==> src/rtl/hub_macros.svh <==
/*
  spi peripheral hub shared constants
  frame geometry, register map and revision byte
*/

`ifndef HUB_MACROS_SVH
`define HUB_MACROS_SVH

// command frame is addr byte then value byte
`define HUB_FRAME_BITS 16

// adc03, dac, flash, adc02
`define HUB_PERIPHS 4

// register map
`define HUB_ADDR_LED      8'd7
`define HUB_ADDR_MUX      8'd8
`define HUB_ADDR_DAC      8'd9
`define HUB_ADDR_RAILS    8'd10
`define HUB_ADDR_SOFT_RST 8'd11
`define HUB_ADDR_REF_MUX  8'd12
`define HUB_ADDR_ADC      8'd14

// first byte of every reply
`define HUB_REV 8'hC3

`endif

==> src/rtl/hub_pkg.sv <==
/*
  hub types and the set/clear/toggle update rule
*/

`include "hub_macros.svh"

package hub_pkg;

  // frame halves
  typedef logic [7:0] addr_t;
  // high nibble clear mask, low nibble set mask
  typedef logic [7:0] val_t;

  typedef struct packed {
    addr_t addr;
    val_t  val;
  } frame_t;

  // rev byte, mux nibble, led nibble
  typedef logic [`HUB_FRAME_BITS-1:0] reply_t;

  typedef logic [3:0] led_t;
  typedef logic [3:0] ref_mux_t;

  // one select bit per routed peripheral
  typedef struct packed {
    logic adc02;
    logic flash;
    logic dac;
    logic adc03;
  } mux_t;

  typedef struct packed {
    logic rst;
    logic uni_bip_b;
    logic uni_bip_a;
    logic ldac;
  } dac_ctl_t;

  typedef struct packed {
    logic oe;
    logic lp60v;
    logic lp30v;
    logic lp15v;
  } rails_t;

  typedef struct packed {
    logic rst;
    logic m2;
    logic m1;
    logic m0;
  } adc_ctl_t;

  // per bit: set only -> 1, clear only -> 0, both -> invert, neither -> keep
  function automatic logic [3:0] apply_masks(logic [3:0] old, val_t val);
    logic [3:0] set_m;
    logic [3:0] clr_m;
    set_m = val[3:0];
    clr_m = val[7:4];
    return (old & ~set_m & ~clr_m) | (set_m & ~clr_m) | (~old & set_m & clr_m);
  endfunction

endpackage

==> src/rtl/spi_edge_sync.sv <==
/*
  spi pin synchronizer
  two flops per pin plus a history stage, registered edge and select events
*/

`timescale 1ns/1ps

module spi_edge_sync (
  input  logic clk,
  input  logic arst_n,
  input  logic sck,
  input  logic cs_n,
  input  logic special_n,
  input  logic mosi,
  output logic sck_rise,
  output logic sck_fall,
  output logic mosi_s,
  output logic frame_start,
  output logic frame_end,
  output logic cmd_sel
);

  // [0] and [1] sync, [2] history for edge detect
  logic [2:0] sck_q;
  logic [2:0] cs_q;
  logic [2:0] spec_q;
  logic [2:0] mosi_q;

  always_ff @(posedge clk or negedge arst_n)
  begin
    if (!arst_n)
    begin
      // selects idle high, sck idles low
      sck_q  <= 3'b000;
      cs_q   <= 3'b111;
      spec_q <= 3'b111;
      mosi_q <= 3'b000;
    end
    else
    begin
      sck_q  <= {sck_q[1:0], sck};
      cs_q   <= {cs_q[1:0], cs_n};
      spec_q <= {spec_q[1:0], special_n};
      mosi_q <= {mosi_q[1:0], mosi};
    end
  end

  //////////////////////////////
  // event pulses, third cycle after the pin edge
  always_ff @(posedge clk or negedge arst_n)
  begin
    if (!arst_n)
    begin
      sck_rise    <= 1'b0;
      sck_fall    <= 1'b0;
      frame_start <= 1'b0;
      frame_end   <= 1'b0;
    end
    else
    begin
      sck_rise    <= sck_q[1] & ~sck_q[2];
      sck_fall    <= ~sck_q[1] & sck_q[2];
      // cs falling with special already low
      frame_start <= ~cs_q[1] & cs_q[2] & ~spec_q[1];
      // any cs release, rx ignores the ones that are not command frames
      frame_end   <= cs_q[1] & ~cs_q[2];
    end
  end

  // levels from the history stage line up with the pulses
  assign mosi_s  = mosi_q[2];
  assign cmd_sel = ~cs_q[2] & ~spec_q[2];

endmodule

==> src/rtl/ctrl_frame_rx.sv <==
/*
  command frame receiver
  shifts mosi in on sck rise, strobes frame_valid for exact 16 bit frames
*/

`timescale 1ns/1ps

`include "hub_macros.svh"

module ctrl_frame_rx (
  input  logic           clk,
  input  logic           arst_n,
  input  logic           sck_rise,
  input  logic           mosi_s,
  input  logic           cmd_sel,
  input  logic           frame_start,
  input  logic           frame_end,
  output logic           frame_valid,
  output hub_pkg::addr_t addr,
  output hub_pkg::val_t  val
);

  import hub_pkg::*;

  // one spare bit so 17 and longer never look like 16
  localparam int cnt_w = $clog2(`HUB_FRAME_BITS) + 1;

  logic [`HUB_FRAME_BITS-1:0] shift_q;
  logic [cnt_w-1:0]           bit_cnt;
  logic                       cnt_sat;
  frame_t                     frame;

  assign cnt_sat = &bit_cnt;

  // msb first, lsb in
  always_ff @(posedge clk)
  begin
    if (sck_rise && cmd_sel)
      shift_q <= {shift_q[`HUB_FRAME_BITS-2:0], mosi_s};
  end

  always_ff @(posedge clk or negedge arst_n)
  begin
    if (!arst_n)
    begin
      bit_cnt     <= '0;
      frame_valid <= 1'b0;
    end
    else
    begin
      // exact length check before the count is dropped
      frame_valid <= frame_end && (bit_cnt == cnt_w'(`HUB_FRAME_BITS));
      // clear at both ends so pass-through frames see zero
      if (frame_start || frame_end)
        bit_cnt <= '0;
      else if (sck_rise && cmd_sel && !cnt_sat)
        bit_cnt <= bit_cnt + 1'b1;
    end
  end

  // no sck between last bit and strobe, fields stay put
  assign frame = frame_t'(shift_q);
  assign addr  = frame.addr;
  assign val   = frame.val;

endmodule

==> src/rtl/ctrl_reply_tx.sv <==
/*
  reply serializer
  captures rev, mux and led at frame start, shifts out msb first on sck fall
*/

`timescale 1ns/1ps

`include "hub_macros.svh"

module ctrl_reply_tx (
  input  logic          clk,
  input  logic          arst_n,
  input  logic          sck_fall,
  input  logic          cmd_sel,
  input  logic          frame_start,
  input  hub_pkg::mux_t mux,
  input  hub_pkg::led_t led,
  output logic          hub_dout
);

  import hub_pkg::*;

  reply_t shift_q;

  always_ff @(posedge clk or negedge arst_n)
  begin
    if (!arst_n)
      shift_q <= '0;
    else if (frame_start)
      // snapshot before this frame can change anything
      shift_q <= {`HUB_REV, mux, led};
    else if (sck_fall && cmd_sel)
      // zero fill from the bottom
      shift_q <= shift_q << 1;
  end

  // msb valid well before the next rising sck
  assign hub_dout = shift_q[$bits(reply_t)-1];

endmodule

==> src/rtl/ctrl_field_reg.sv <==
/*
  one 4 bit control field
  mask update on hit, clear on soft reset
*/

`timescale 1ns/1ps

module ctrl_field_reg #(
  parameter type field_t = logic [3:0]
) (
  input  logic          clk,
  input  logic          arst_n,
  input  logic          hit,
  input  logic          soft_rst,
  input  hub_pkg::val_t val,
  output field_t        q
);

  import hub_pkg::*;

  always_ff @(posedge clk or negedge arst_n)
  begin
    if (!arst_n)
      q <= field_t'('0);
    else if (soft_rst)
      // soft reset wins over any hit
      q <= field_t'('0);
    else if (hit)
      q <= field_t'(apply_masks(q, val));
  end

endmodule

==> src/rtl/ctrl_reg_bank.sv <==
/*
  control register bank
  decodes frame address into field hits and the soft reset
*/

`timescale 1ns/1ps

`include "hub_macros.svh"

module ctrl_reg_bank (
  input  logic              clk,
  input  logic              arst_n,
  input  logic              frame_valid,
  input  hub_pkg::addr_t    addr,
  input  hub_pkg::val_t     val,
  output hub_pkg::led_t     led,
  output hub_pkg::mux_t     mux,
  output hub_pkg::dac_ctl_t dac,
  output hub_pkg::rails_t   rails,
  output hub_pkg::ref_mux_t ref_mux,
  output hub_pkg::adc_ctl_t adc
);

  import hub_pkg::*;

  logic hit_led;
  logic hit_mux;
  logic hit_dac;
  logic hit_rails;
  logic hit_ref_mux;
  logic hit_adc;
  logic soft_rst;

  //////////////////////////////
  // address decode, unknown addresses fall through
  assign hit_led     = frame_valid && (addr == `HUB_ADDR_LED);
  assign hit_mux     = frame_valid && (addr == `HUB_ADDR_MUX);
  assign hit_dac     = frame_valid && (addr == `HUB_ADDR_DAC);
  assign hit_rails   = frame_valid && (addr == `HUB_ADDR_RAILS);
  assign hit_ref_mux = frame_valid && (addr == `HUB_ADDR_REF_MUX);
  assign hit_adc     = frame_valid && (addr == `HUB_ADDR_ADC);
  assign soft_rst    = frame_valid && (addr == `HUB_ADDR_SOFT_RST);

  //////////////////////////////
  // fields
  ctrl_field_reg #(.field_t(led_t)) led_reg_i (
    .clk(clk), .arst_n(arst_n), .hit(hit_led), .soft_rst(soft_rst), .val(val), .q(led)
  );

  // peripheral select bits
  ctrl_field_reg #(.field_t(mux_t)) mux_reg_i (
    .clk(clk), .arst_n(arst_n), .hit(hit_mux), .soft_rst(soft_rst), .val(val), .q(mux)
  );

  ctrl_field_reg #(.field_t(dac_ctl_t)) dac_reg_i (
    .clk(clk), .arst_n(arst_n), .hit(hit_dac), .soft_rst(soft_rst), .val(val), .q(dac)
  );

  // rails come up with oe low after soft reset
  ctrl_field_reg #(.field_t(rails_t)) rails_reg_i (
    .clk(clk), .arst_n(arst_n), .hit(hit_rails), .soft_rst(soft_rst), .val(val), .q(rails)
  );

  ctrl_field_reg #(.field_t(ref_mux_t)) ref_mux_reg_i (
    .clk(clk), .arst_n(arst_n), .hit(hit_ref_mux), .soft_rst(soft_rst), .val(val),
    .q(ref_mux)
  );

  ctrl_field_reg #(.field_t(adc_ctl_t)) adc_reg_i (
    .clk(clk), .arst_n(arst_n), .hit(hit_adc), .soft_rst(soft_rst), .val(val), .q(adc)
  );

endmodule

==> src/rtl/periph_router.sv <==
/*
  peripheral chip select and miso routing, purely combinational
*/

`timescale 1ns/1ps

`include "hub_macros.svh"

module periph_router (
  input  logic                    cs_n,
  input  logic                    special_n,
  input  hub_pkg::mux_t           mux,
  input  logic                    hub_dout,
  input  logic [`HUB_PERIPHS-1:0] periph_miso,
  output logic [`HUB_PERIPHS-1:0] periph_cs_n,
  output logic                    miso
);

  // bit order adc02, flash, dac, adc03 from msb
  logic [`HUB_PERIPHS-1:0] sel;
  logic                    pass;

  assign sel = {mux.adc02, mux.flash, mux.dac, mux.adc03};

  // host talking to peripherals, not to the hub
  assign pass = ~cs_n & special_n;

  // never leak a hub command frame to a peripheral
  assign periph_cs_n = ~({`HUB_PERIPHS{pass}} & sel);

  // hub reply while special is low
  // otherwise wired-or of the selected lines
  assign miso = special_n ? |(sel & periph_miso) : hub_dout;

endmodule

==> src/rtl/spi_periph_hub.sv <==
/*
  spi peripheral hub top
  command path into the register bank, pass-through path to four peripherals
*/

`timescale 1ns/1ps

`include "hub_macros.svh"

module spi_periph_hub (
  input  logic                    clk,
  input  logic                    arst_n,
  input  logic                    sck,
  input  logic                    cs_n,
  input  logic                    special_n,
  input  logic                    mosi,
  output logic                    miso,
  output logic                    periph_sck,
  output logic                    periph_mosi,
  output logic [`HUB_PERIPHS-1:0] periph_cs_n,
  input  logic [`HUB_PERIPHS-1:0] periph_miso,
  output hub_pkg::led_t           led,
  output hub_pkg::dac_ctl_t       dac,
  output hub_pkg::rails_t         rails,
  output hub_pkg::ref_mux_t       ref_mux,
  output hub_pkg::adc_ctl_t       adc
);

  import hub_pkg::*;

  // clk domain events
  logic sck_rise;
  logic sck_fall;
  logic mosi_s;
  logic frame_start;
  logic frame_end;
  logic cmd_sel;

  // frame and register state
  logic  frame_valid;
  addr_t addr;
  val_t  val;
  mux_t  mux;
  logic  hub_dout;

  // sck and mosi go straight out, only cs is gated
  assign periph_sck  = sck;
  assign periph_mosi = mosi;

  //////////////////////////////
  // command path
  spi_edge_sync spi_edge_sync_i (
    .clk(clk), .arst_n(arst_n), .sck(sck), .cs_n(cs_n), .special_n(special_n),
    .mosi(mosi), .sck_rise(sck_rise), .sck_fall(sck_fall), .mosi_s(mosi_s),
    .frame_start(frame_start), .frame_end(frame_end), .cmd_sel(cmd_sel)
  );

  ctrl_frame_rx ctrl_frame_rx_i (
    .clk(clk), .arst_n(arst_n), .sck_rise(sck_rise), .mosi_s(mosi_s), .cmd_sel(cmd_sel),
    .frame_start(frame_start), .frame_end(frame_end), .frame_valid(frame_valid),
    .addr(addr), .val(val)
  );

  // readback runs beside the receiver
  ctrl_reply_tx ctrl_reply_tx_i (
    .clk(clk), .arst_n(arst_n), .sck_fall(sck_fall), .cmd_sel(cmd_sel),
    .frame_start(frame_start), .mux(mux), .led(led), .hub_dout(hub_dout)
  );

  ctrl_reg_bank ctrl_reg_bank_i (
    .clk(clk), .arst_n(arst_n), .frame_valid(frame_valid), .addr(addr), .val(val),
    .led(led), .mux(mux), .dac(dac), .rails(rails), .ref_mux(ref_mux), .adc(adc)
  );

  //////////////////////////////
  // pass-through path, raw pins
  periph_router periph_router_i (
    .cs_n(cs_n), .special_n(special_n), .mux(mux), .hub_dout(hub_dout),
    .periph_miso(periph_miso), .periph_cs_n(periph_cs_n), .miso(miso)
  );

endmodule

==> config.mk <==
export PLATFORM = sky130hd
export DESIGN_NAME = spi_periph_hub
export DESIGN_NICKNAME = d
export VERILOG_FILES = /design/src/rtl/hub_pkg.sv /design/src/rtl/spi_edge_sync.sv /design/src/rtl/ctrl_frame_rx.sv /design/src/rtl/ctrl_reply_tx.sv /design/src/rtl/ctrl_field_reg.sv /design/src/rtl/ctrl_reg_bank.sv /design/src/rtl/periph_router.sv /design/src/rtl/spi_periph_hub.sv
export VERILOG_INCLUDE_DIRS = /design/src /design/src/rtl
export SDC_FILE = /design/constraint.sdc
export NUM_CORES = 1
export LEC_CHECK = 0
export BUFFER_PORTS_ARGS = -buffer_cell sky130_fd_sc_hd__buf_2
export CORE_UTILIZATION = 25
export DETAILED_ROUTE_END_ITERATION = 12
export SYNTH_ARGS = -nofsm -noshare
export SYNTH_HDL_FRONTEND = slang
export SYNTH_SLANG_ARGS = --single-unit
==> constraint.sdc <==
create_clock -name clk -period 2.7 [get_ports clk]
set_input_delay 0 -clock clk [delete_from_list [all_inputs] [get_ports clk]]
set_output_delay 0 -clock clk [all_outputs]
set_load 0.05 [all_outputs]
==> out/metrics.csv, run 1 <==
stage,metric,value,unit
clock_tree,postcts setup bufs,0,
grt,grt total ovfl,0,
flow_run,max-cap viol count,0,
drt,routed wl met3,366,um
cells_and_area,share of layout cells above drive strength 1,22.29,%
die,die height,116.3,um
yosys,sequential element share of the synthesized area,62.48,%
hold_path,Hold Crit Class,primary input to async pin,
yosys,post-synthesis mux area share,3.680,%
die,row cnt,41,
drt,met2 wire len,3171,um
clock_tree,TritonCTS clock tree,done,
clock_tree,clk root buf,clkbuf_16,
drt,initial drt markers,203,
run_status,status,completed,
yosys,Mapped Area,3264,sq um
cells_and_area,post-route design area,3974,sq um
sta,final hold slack,99.68,ps
sta,Clock Skews,8.609,ps
yosys,synth unique cells,39,
cells_and_area,P&R area growth vs syn,21.73,%
cells_and_area,NumNets Final,322,
drt,max layer used,met4,
setup_path,Worst setup EP type,register,
power,Power Dens Cells,628.7,nW/um^2
grt,vias in the first global route,2099,
drt,M1 WL,3235,um
die,I/O Pins,37,
power,leak pwr,1.756,nW
sta,worst-margin pin slew,837.9,ps
sta,Rel. slew slack,44.14,%
setup_path,reg2reg setup slack,570,ps
clock_tree,clock-pin slew on the worst setup and hold paths,60,ps
grt,Tot GR Track Use,10.74,%
yosys,syn nets,280,
clock_tree,clk buf depth,2,
placed_design,Placer Congestion,0.7493,
setup_path,WP data required,2970,ps
placed_design,Port Buffers,36,
drt,Avg WL per Cell,14.10,um
grt,first-pass GRT wire length,10900,um
sta,final setup fails,0,
clock_tree,H-tree depth,3,
sta,Final Hold Fails,0,
drt,number of routed nets with antenna violations,0,
cells_and_area,Antenna diodes,0,
setup_path,capturing point of the worst reg2reg path,ctrl_reg_bank_i.dac_reg_i.q[2],
die,initial core utilization,25.76,%
sta,Max Fclk,469.2,MHz
setup_path,worst-path fanout max,8,
yosys,Post-Synth Adder-Cell Area,1.150,%
cells_and_area,Final Core Density,31.36,%
die,die width,116.3,um
setup_path,critical path arrival,2400,ps
yosys,predominant post-synthesis flop cell,dfrtp_1,
setup_path,worst r2r src,ctrl_frame_rx_i.frame[13],
drt,routed via count,2232,
sta,Period minus WS final,2131,ps
yosys,Syn Inst Count,267,
drt,# DRC,0,
drt,WL final,6855,um
grt,largest net degree at the start of global routing,30,
cells_and_area,most frequent cells in the layout,"dfrtp_1, buf_2, nand2_1, nor3_1, a211o_1",
clock_tree,total CTS buffers,9,
yosys,Post-Synth Simple-Gate Area,19.39,%
yosys,post-synthesis compound-gate area fraction,9.851,%
die,core area,12670,sq um
yosys,"flops & latches, synth",78,
yosys,"EDFF count, synth",16,
clock_tree,latest clock arrival within the worst-skew pair,330,ps
sta,setup TNS,0,ps
power,Peak supply drop,0.2683,mV
yosys,asr flop ratio synth,79.49,%
yosys,Ys Warns,0,
grt,initial antenna violation count,0,
setup_path,"Worst Path Class, Setup",register to register,
placed_design,DP Area,3636,sq um
sta,Slew Limit Fails,0,
drt,Via-to-Cell Ratio,4.593,
die,die area,13520,sq um
setup_path,cells on worst reg2reg path,4,
setup_path,startpoint type of the worst setup path,register,
sta,period utilisation layout,78.94,%
yosys,largest family of logic cells by synthesized area,simple AND/OR/NAND/NOR gates,
sta,unrepaired setup endpoints after global routing,false,
drt,drt first pass iters,4,
cells_and_area,"most common cell after layout, fill and taps aside",dfrtp_1,
yosys,area share of xor/xnor cells in the synthesized design,0.8049,%
placed_design,placed wire-length estimate,4681,um
yosys,Mapped Avg Cell Area,12.23,sq um
clock_tree,CTS sink cnt,78,
==> synth_stat cells, types with 2 or more instances <==
| library cell | count | area [sq um] |
|---|---|---|
| o41ai_1 | 3 | 26.28 |
| and2_4 | 2 | 17.52 |
| xor2_1 | 2 | 17.52 |
| a211o_1 | 17 | 148.9 |
| nor2b_1 | 8 | 50.05 |
| mux2i_1 | 12 | 120.1 |
| nor3b_1 | 17 | 127.6 |
| nor2_1 | 13 | 48.80 |
| nor3_1 | 18 | 90.09 |
| nand2b_1 | 2 | 12.51 |
| nand4_1 | 2 | 12.51 |
| ha_1 | 3 | 37.54 |
| nor4_1 | 2 | 12.51 |
| nand4b_1 | 2 | 17.52 |
| inv_1 | 6 | 22.52 |
| buf_4 | 2 | 15.01 |
| o311ai_0 | 4 | 35.03 |
| nand3b_1 | 7 | 52.55 |
| buf_2 | 3 | 15.01 |
| nand2_1 | 18 | 67.56 |
| or4b_1 | 2 | 20.02 |
| dfrtp_1 | 56 | 1401 |
| nand3_1 | 4 | 20.02 |
| or4_1 | 4 | 30.03 |
| a22oi_1 | 2 | 15.01 |
| dfstp_2 | 6 | 157.7 |
| o21ai_0 | 14 | 70.07 |
| edfxtp_1 | 16 | 480.5 |
| clkbuf_1 | 9 | 33.78 |
| or3_2 | 2 | 15.01 |
==> state kept, by name (all words and copies together) (netlist names) <==
signal                           cells
ctrl_reg_bank_i.mux_reg_i.q          4
ctrl_reg_bank_i.adc_reg_i.q          4
ctrl_frame_rx_i.frame_valid          1
ctrl_frame_rx_i.frame               16
spi_edge_sync_i.frame_start          1
spi_edge_sync_i.sck_rise             1
spi_edge_sync_i.frame_end            1
spi_edge_sync_i.sck_q                3
ctrl_reg_bank_i.ref_mux_reg_i.q      4
spi_edge_sync_i.sck_fall             1
ctrl_reply_tx_i.shift_q             16
ctrl_reg_bank_i.dac_reg_i.q          4
ctrl_reg_bank_i.led_reg_i.q          4
spi_edge_sync_i.spec_q               3
ctrl_frame_rx_i.bit_cnt              5
ctrl_reg_bank_i.rails_reg_i.q        4
spi_edge_sync_i.mosi_q               3
spi_edge_sync_i.cs_q                 3
==> layout make-up <==
cell class | count | area, sq um
clock buffers | 12 | 267.8
clock inverters | 4 | 20.02
fillers | 1294 | 8697
inverters | 6 | 22.52
multi-input cells | 169 | 1149
flip-flops and latches | 78 | 2039
well taps | 172 | 215.2
repair buffers | 45 | 260.3
==> metrics by stage <==
step	setup slack (ps)	power, mW	cells
after global placement	633.4	1.370	465
final	568.7	2.498	486
after detailed placement	580.7	1.374	465
after global routing	330.4	2.588	486
after floorplan	667.9	1.328	267
after CTS	558.1	2.538	486
==> what timing repair did <==
item / in CTS / in global routing
hold endpoints to repair: 31 / 0
hold buffers: 5 / 0
gates resized for setup: 0 / 0
endpoints found under the setup margin: 0 / 0
==> worst max path at each step <==
stage / start / end / slack (ps) / depth (start not counted)
final: ctrl_frame_rx_i.frame[13] / ctrl_reg_bank_i.dac_reg_i.q[2] / 570 / 4
after global routing: ctrl_frame_rx_i.bit_cnt[0] / ctrl_frame_rx_i.bit_cnt[3] / 330 / 7
after CTS: ctrl_frame_rx_i.frame[13] / ctrl_reg_bank_i.adc_reg_i.q[2] / 560 / 4
after detailed placement: ctrl_frame_rx_i.frame[13] / ctrl_reg_bank_i.adc_reg_i.q[3] / 580 / 4
after global placement: ctrl_frame_rx_i.frame[13] / ctrl_reg_bank_i.adc_reg_i.q[0] / 630 / 4
after floorplan: spi_edge_sync_i.spec_q[2] / ctrl_frame_rx_i.frame[0] / 670 / 1
==> power by group <==
group,leakage (nW),switching [mW],internal [mW]
combinational,0.650,0.0543,0.0383
sequential,0.958,0.0252,1.24
clock,0.147,0.447,0.697
==> cell families (layout without fill, tap and decap cells) <==
kind of cell / after synthesis / after routing
DFF: 78 / 78
AOI/OAI and AO/OA: 44 / 44
and+or+nand+nor: 107 / 107
buffers and inverters: 20 / 67
adders and majority gates: 3 / 3
muxes: 12 / 12
xor gates and xnor gates: 3 / 3
==> routing by layer <==
metal | up-vias | GRT usage (%)
met5 | - | 0
met4 | 0 | 4.103
met3 | 10 | 3.684
met2 | 66 | 16.25
met1 | 1091 | 14.15
li1 | 1065 | -
==> worst max-delay path, stage by stage (launching register included) <==
cell      delay [ps]
edfxtp_1         420
or3_4            440
or4b_1           670
or4_1            460
nand2_1           80
No activity file was read; power rests on OpenSTA's default activity.
==> run 2: changes to the inputs <==
clock period = 1.8 ns   (was 2.7 ns; I/O delays follow)
==> out/metrics.csv, run 2 (same netlist as run 1, synthesis figures left out) <==
stage,metric,value,unit,change
sta,Rel. slew slack,44.89,%,+0.75 points
sta,Max Fclk,523.3,MHz,+12%
die,die height,116.3,um,unchanged
cells_and_area,fillers,1251,,-3.3%
placed_design,Placer Congestion,0.7979,,+6.5%
placed_design,Port Buffers,36,,unchanged
grt,first-pass GRT wire length,11970,um,+9.8%
cells_and_area,P&R area growth vs syn,33.00,%,
clock_tree,CTS sink cnt,78,,unchanged
clock_tree,clock-pin slew on the worst setup and hold paths,60,ps,about the same
placed_design,placed wire-length estimate,4877,um,+4.2%
sta,Period minus WS final,1911,ps,-220.5 ps
sta,Slew Limit Fails,0,,unchanged
die,die width,116.3,um,unchanged
sta,setup TNS,-1141,ps,-1141 ps
grt,Tot GR Track Use,11.90,%,+1.2 points
die,initial core utilization,25.76,%,unchanged
drt,# DRC,0,,unchanged
grt,grt total ovfl,0,,unchanged
clock_tree,TritonCTS clock tree,done,,
die,I/O Pins,37,,unchanged
power,Power Dens Cells,873.7,nW/um^2,+39%
drt,routed via count,2351,,+5.3%
clock_tree,latest clock arrival within the worst-skew pair,340,ps,about the same
clock_tree,total CTS buffers,9,,unchanged
run_status,status,"complete, but fails checks",,
cells_and_area,Antenna diodes,0,,unchanged
die,core area,12670,sq um,unchanged
sta,worst setup margin,-110.8,ps,-679.5 ps
placed_design,worst slack at placement,-165.6,ps,-746.3 ps
sta,unrepaired setup endpoints after global routing,true,,
die,row cnt,41,,unchanged
run_status,failing checks,negative setup slack,,
grt,largest net degree at the start of global routing,63,,+110%
sta,worst-margin pin slew,826.6,ps,-11.32 ps
setup_path,Worst setup EP type,register,,
setup_path,"Worst Path Class, Setup",register to register,,
drt,Avg WL per Cell,14.96,um,+6.1%
cells_and_area,share of layout cells above drive strength 1,35.69,%,+13 points
drt,drt first pass iters,4,,unchanged
setup_path,crit-path cells,or3_4 -> or4b_4 -> or4_1 -> nand2_1,,
sta,Clock Skews,11.62,ps,+3.009 ps
drt,number of routed nets with antenna violations,0,,unchanged
setup_path,crit path max-delay cell type,or4b_4,,
drt,initial drt markers,115,,-43%
grt,initial antenna violation count,0,,unchanged
sta,period utilisation layout,106.2,%,+27 points
drt,WL final,7647,um,+12%
setup_path,max incr delay on CP,540,ps,-130 ps
cells_and_area,"most common cell after layout, fill and taps aside",dfrtp_1,,
setup_path,worst-path fanout max,7,,-1
sta,Final Hold Fails,0,,unchanged
flow_run,max-cap viol count,0,,unchanged
cells_and_area,NumNets Final,347,,+7.8%
cells_and_area,most frequent cells in the layout,"dfrtp_1, buf_2, buf_4, nand2_1",,
clock_tree,H-tree depth,3,,unchanged
clock_tree,clk buf depth,2,,unchanged
setup_path,startpoint type of the worst setup path,register,,
clock_tree,clk root buf,clkbuf_16,,
power,Peak supply drop,0.4443,mV,+66%
hold_path,Hold Crit Class,primary input to async pin,,
setup_path,WP data required,2070,ps,-900 ps
sta,final setup fails,22,,+22
power,leak pwr,1.921,nW,+9.4%
grt,vias in the first global route,2300,,+9.6%
die,die area,13520,sq um,unchanged
setup_path,critical path arrival,2180,ps,-220 ps
drt,Via-to-Cell Ratio,4.601,,+0.18%
run 2: cell count changes in the layout (fill, tap and decap cells not counted), sizes merged:
cell    previous run  this run
buf               40        65
inv                6         8
clkbuf            12        10
run 2: final timing paths:
kind | slack (ps) | cells after the start | endpoint | startpoint
hold reg to reg | 350 | 0 | spi_edge_sync_i.mosi_q[1] | spi_edge_sync_i.mosi_q[0]
setup reg to reg | -110 | 4 | ctrl_reg_bank_i.dac_reg_i.q[2] | ctrl_frame_rx_i.frame[12]
hold / removal | 180 | 3 | ctrl_reg_bank_i.dac_reg_i.q[2] | arst_n
setup / recovery | -110 | 4 | ctrl_reg_bank_i.dac_reg_i.q[2] | ctrl_frame_rx_i.frame[12]
min in group clk | 320 | 2 | spi_edge_sync_i.sck_q[0] | sck
max in group asynchronous | 1270 | 3 | spi_edge_sync_i.cs_q[2] | arst_n
run 2: layout make-up:
| cell class | count | area [sq um] | share of cell area (%) |
|---|---|---|---|
| Timing Repair Buffer | 70 | 460.4 | 10.61 |
| Multi-Input combinational cell | 169 | 1311 | 30.20 |
| Sequential cell | 78 | 2039 | 46.97 |
| Tap cell | 172 | 215.2 | 4.957 |
| Clock inverter | 6 | 42.54 | 0.9798 |
| Inverter | 6 | 22.52 | 0.5187 |
| Clock buffer | 10 | 250.2 | 5.764 |
run 2: where the power goes:
| group | internal (mW) | switching (mW) | total [mW] |
|---|---|---|---|
| registers | 1.85 | 0.0378 | 1.89 |
| logic | 0.0710 | 0.0887 | 0.160 |
| clock network | 1.02 | 0.719 | 1.74 |
run 2: what timing repair did:
action,in CTS,in global routing
setup buffers,4,4
pin swaps,9,10
setup endpoints to repair,28,29
gates resized for setup,15,19
hold buffers,5,0
endpoints found under the hold margin,66,0
run 2: routing by layer:
layer / share of wire (%) / global-route usage, % / vias up
met5: 0 / 0 / -
met4: 1.3 / 5.470 / 0
met3: 4.1 / 2.802 / 10
met1: 45 / 15.55 / 1176
li1: - / - / 1117
met2: 49 / 18.70 / 48
run 2: per-stage QoR:
stage / power (mW) / cells / hold WS [ps] / cell area, sq um / util, %
3_3_place_gp: 2.069 / 482 / 34.10 / 3791 / 29.92
4_1_cts: 3.838 / 507 / 214.6 / 4218 / 33.29
2_1_floorplan: 1.995 / 267 / -295.6 / 3307 / -
6_report: 3.794 / 511 / 181.2 / 4342 / 34.26
3_5_place_dp: 2.074 / 482 / 36.56 / 3791 / 29.92
5_1_grt: 3.924 / 511 / 213.0 / 4342 / 34.26
run 2: worst max-delay path: cells and delay by family, from the launching register on:
family | cells | cell delay, ps
flip-flops | 1 | 400
AND/OR/NAND/NOR | 4 | 1450
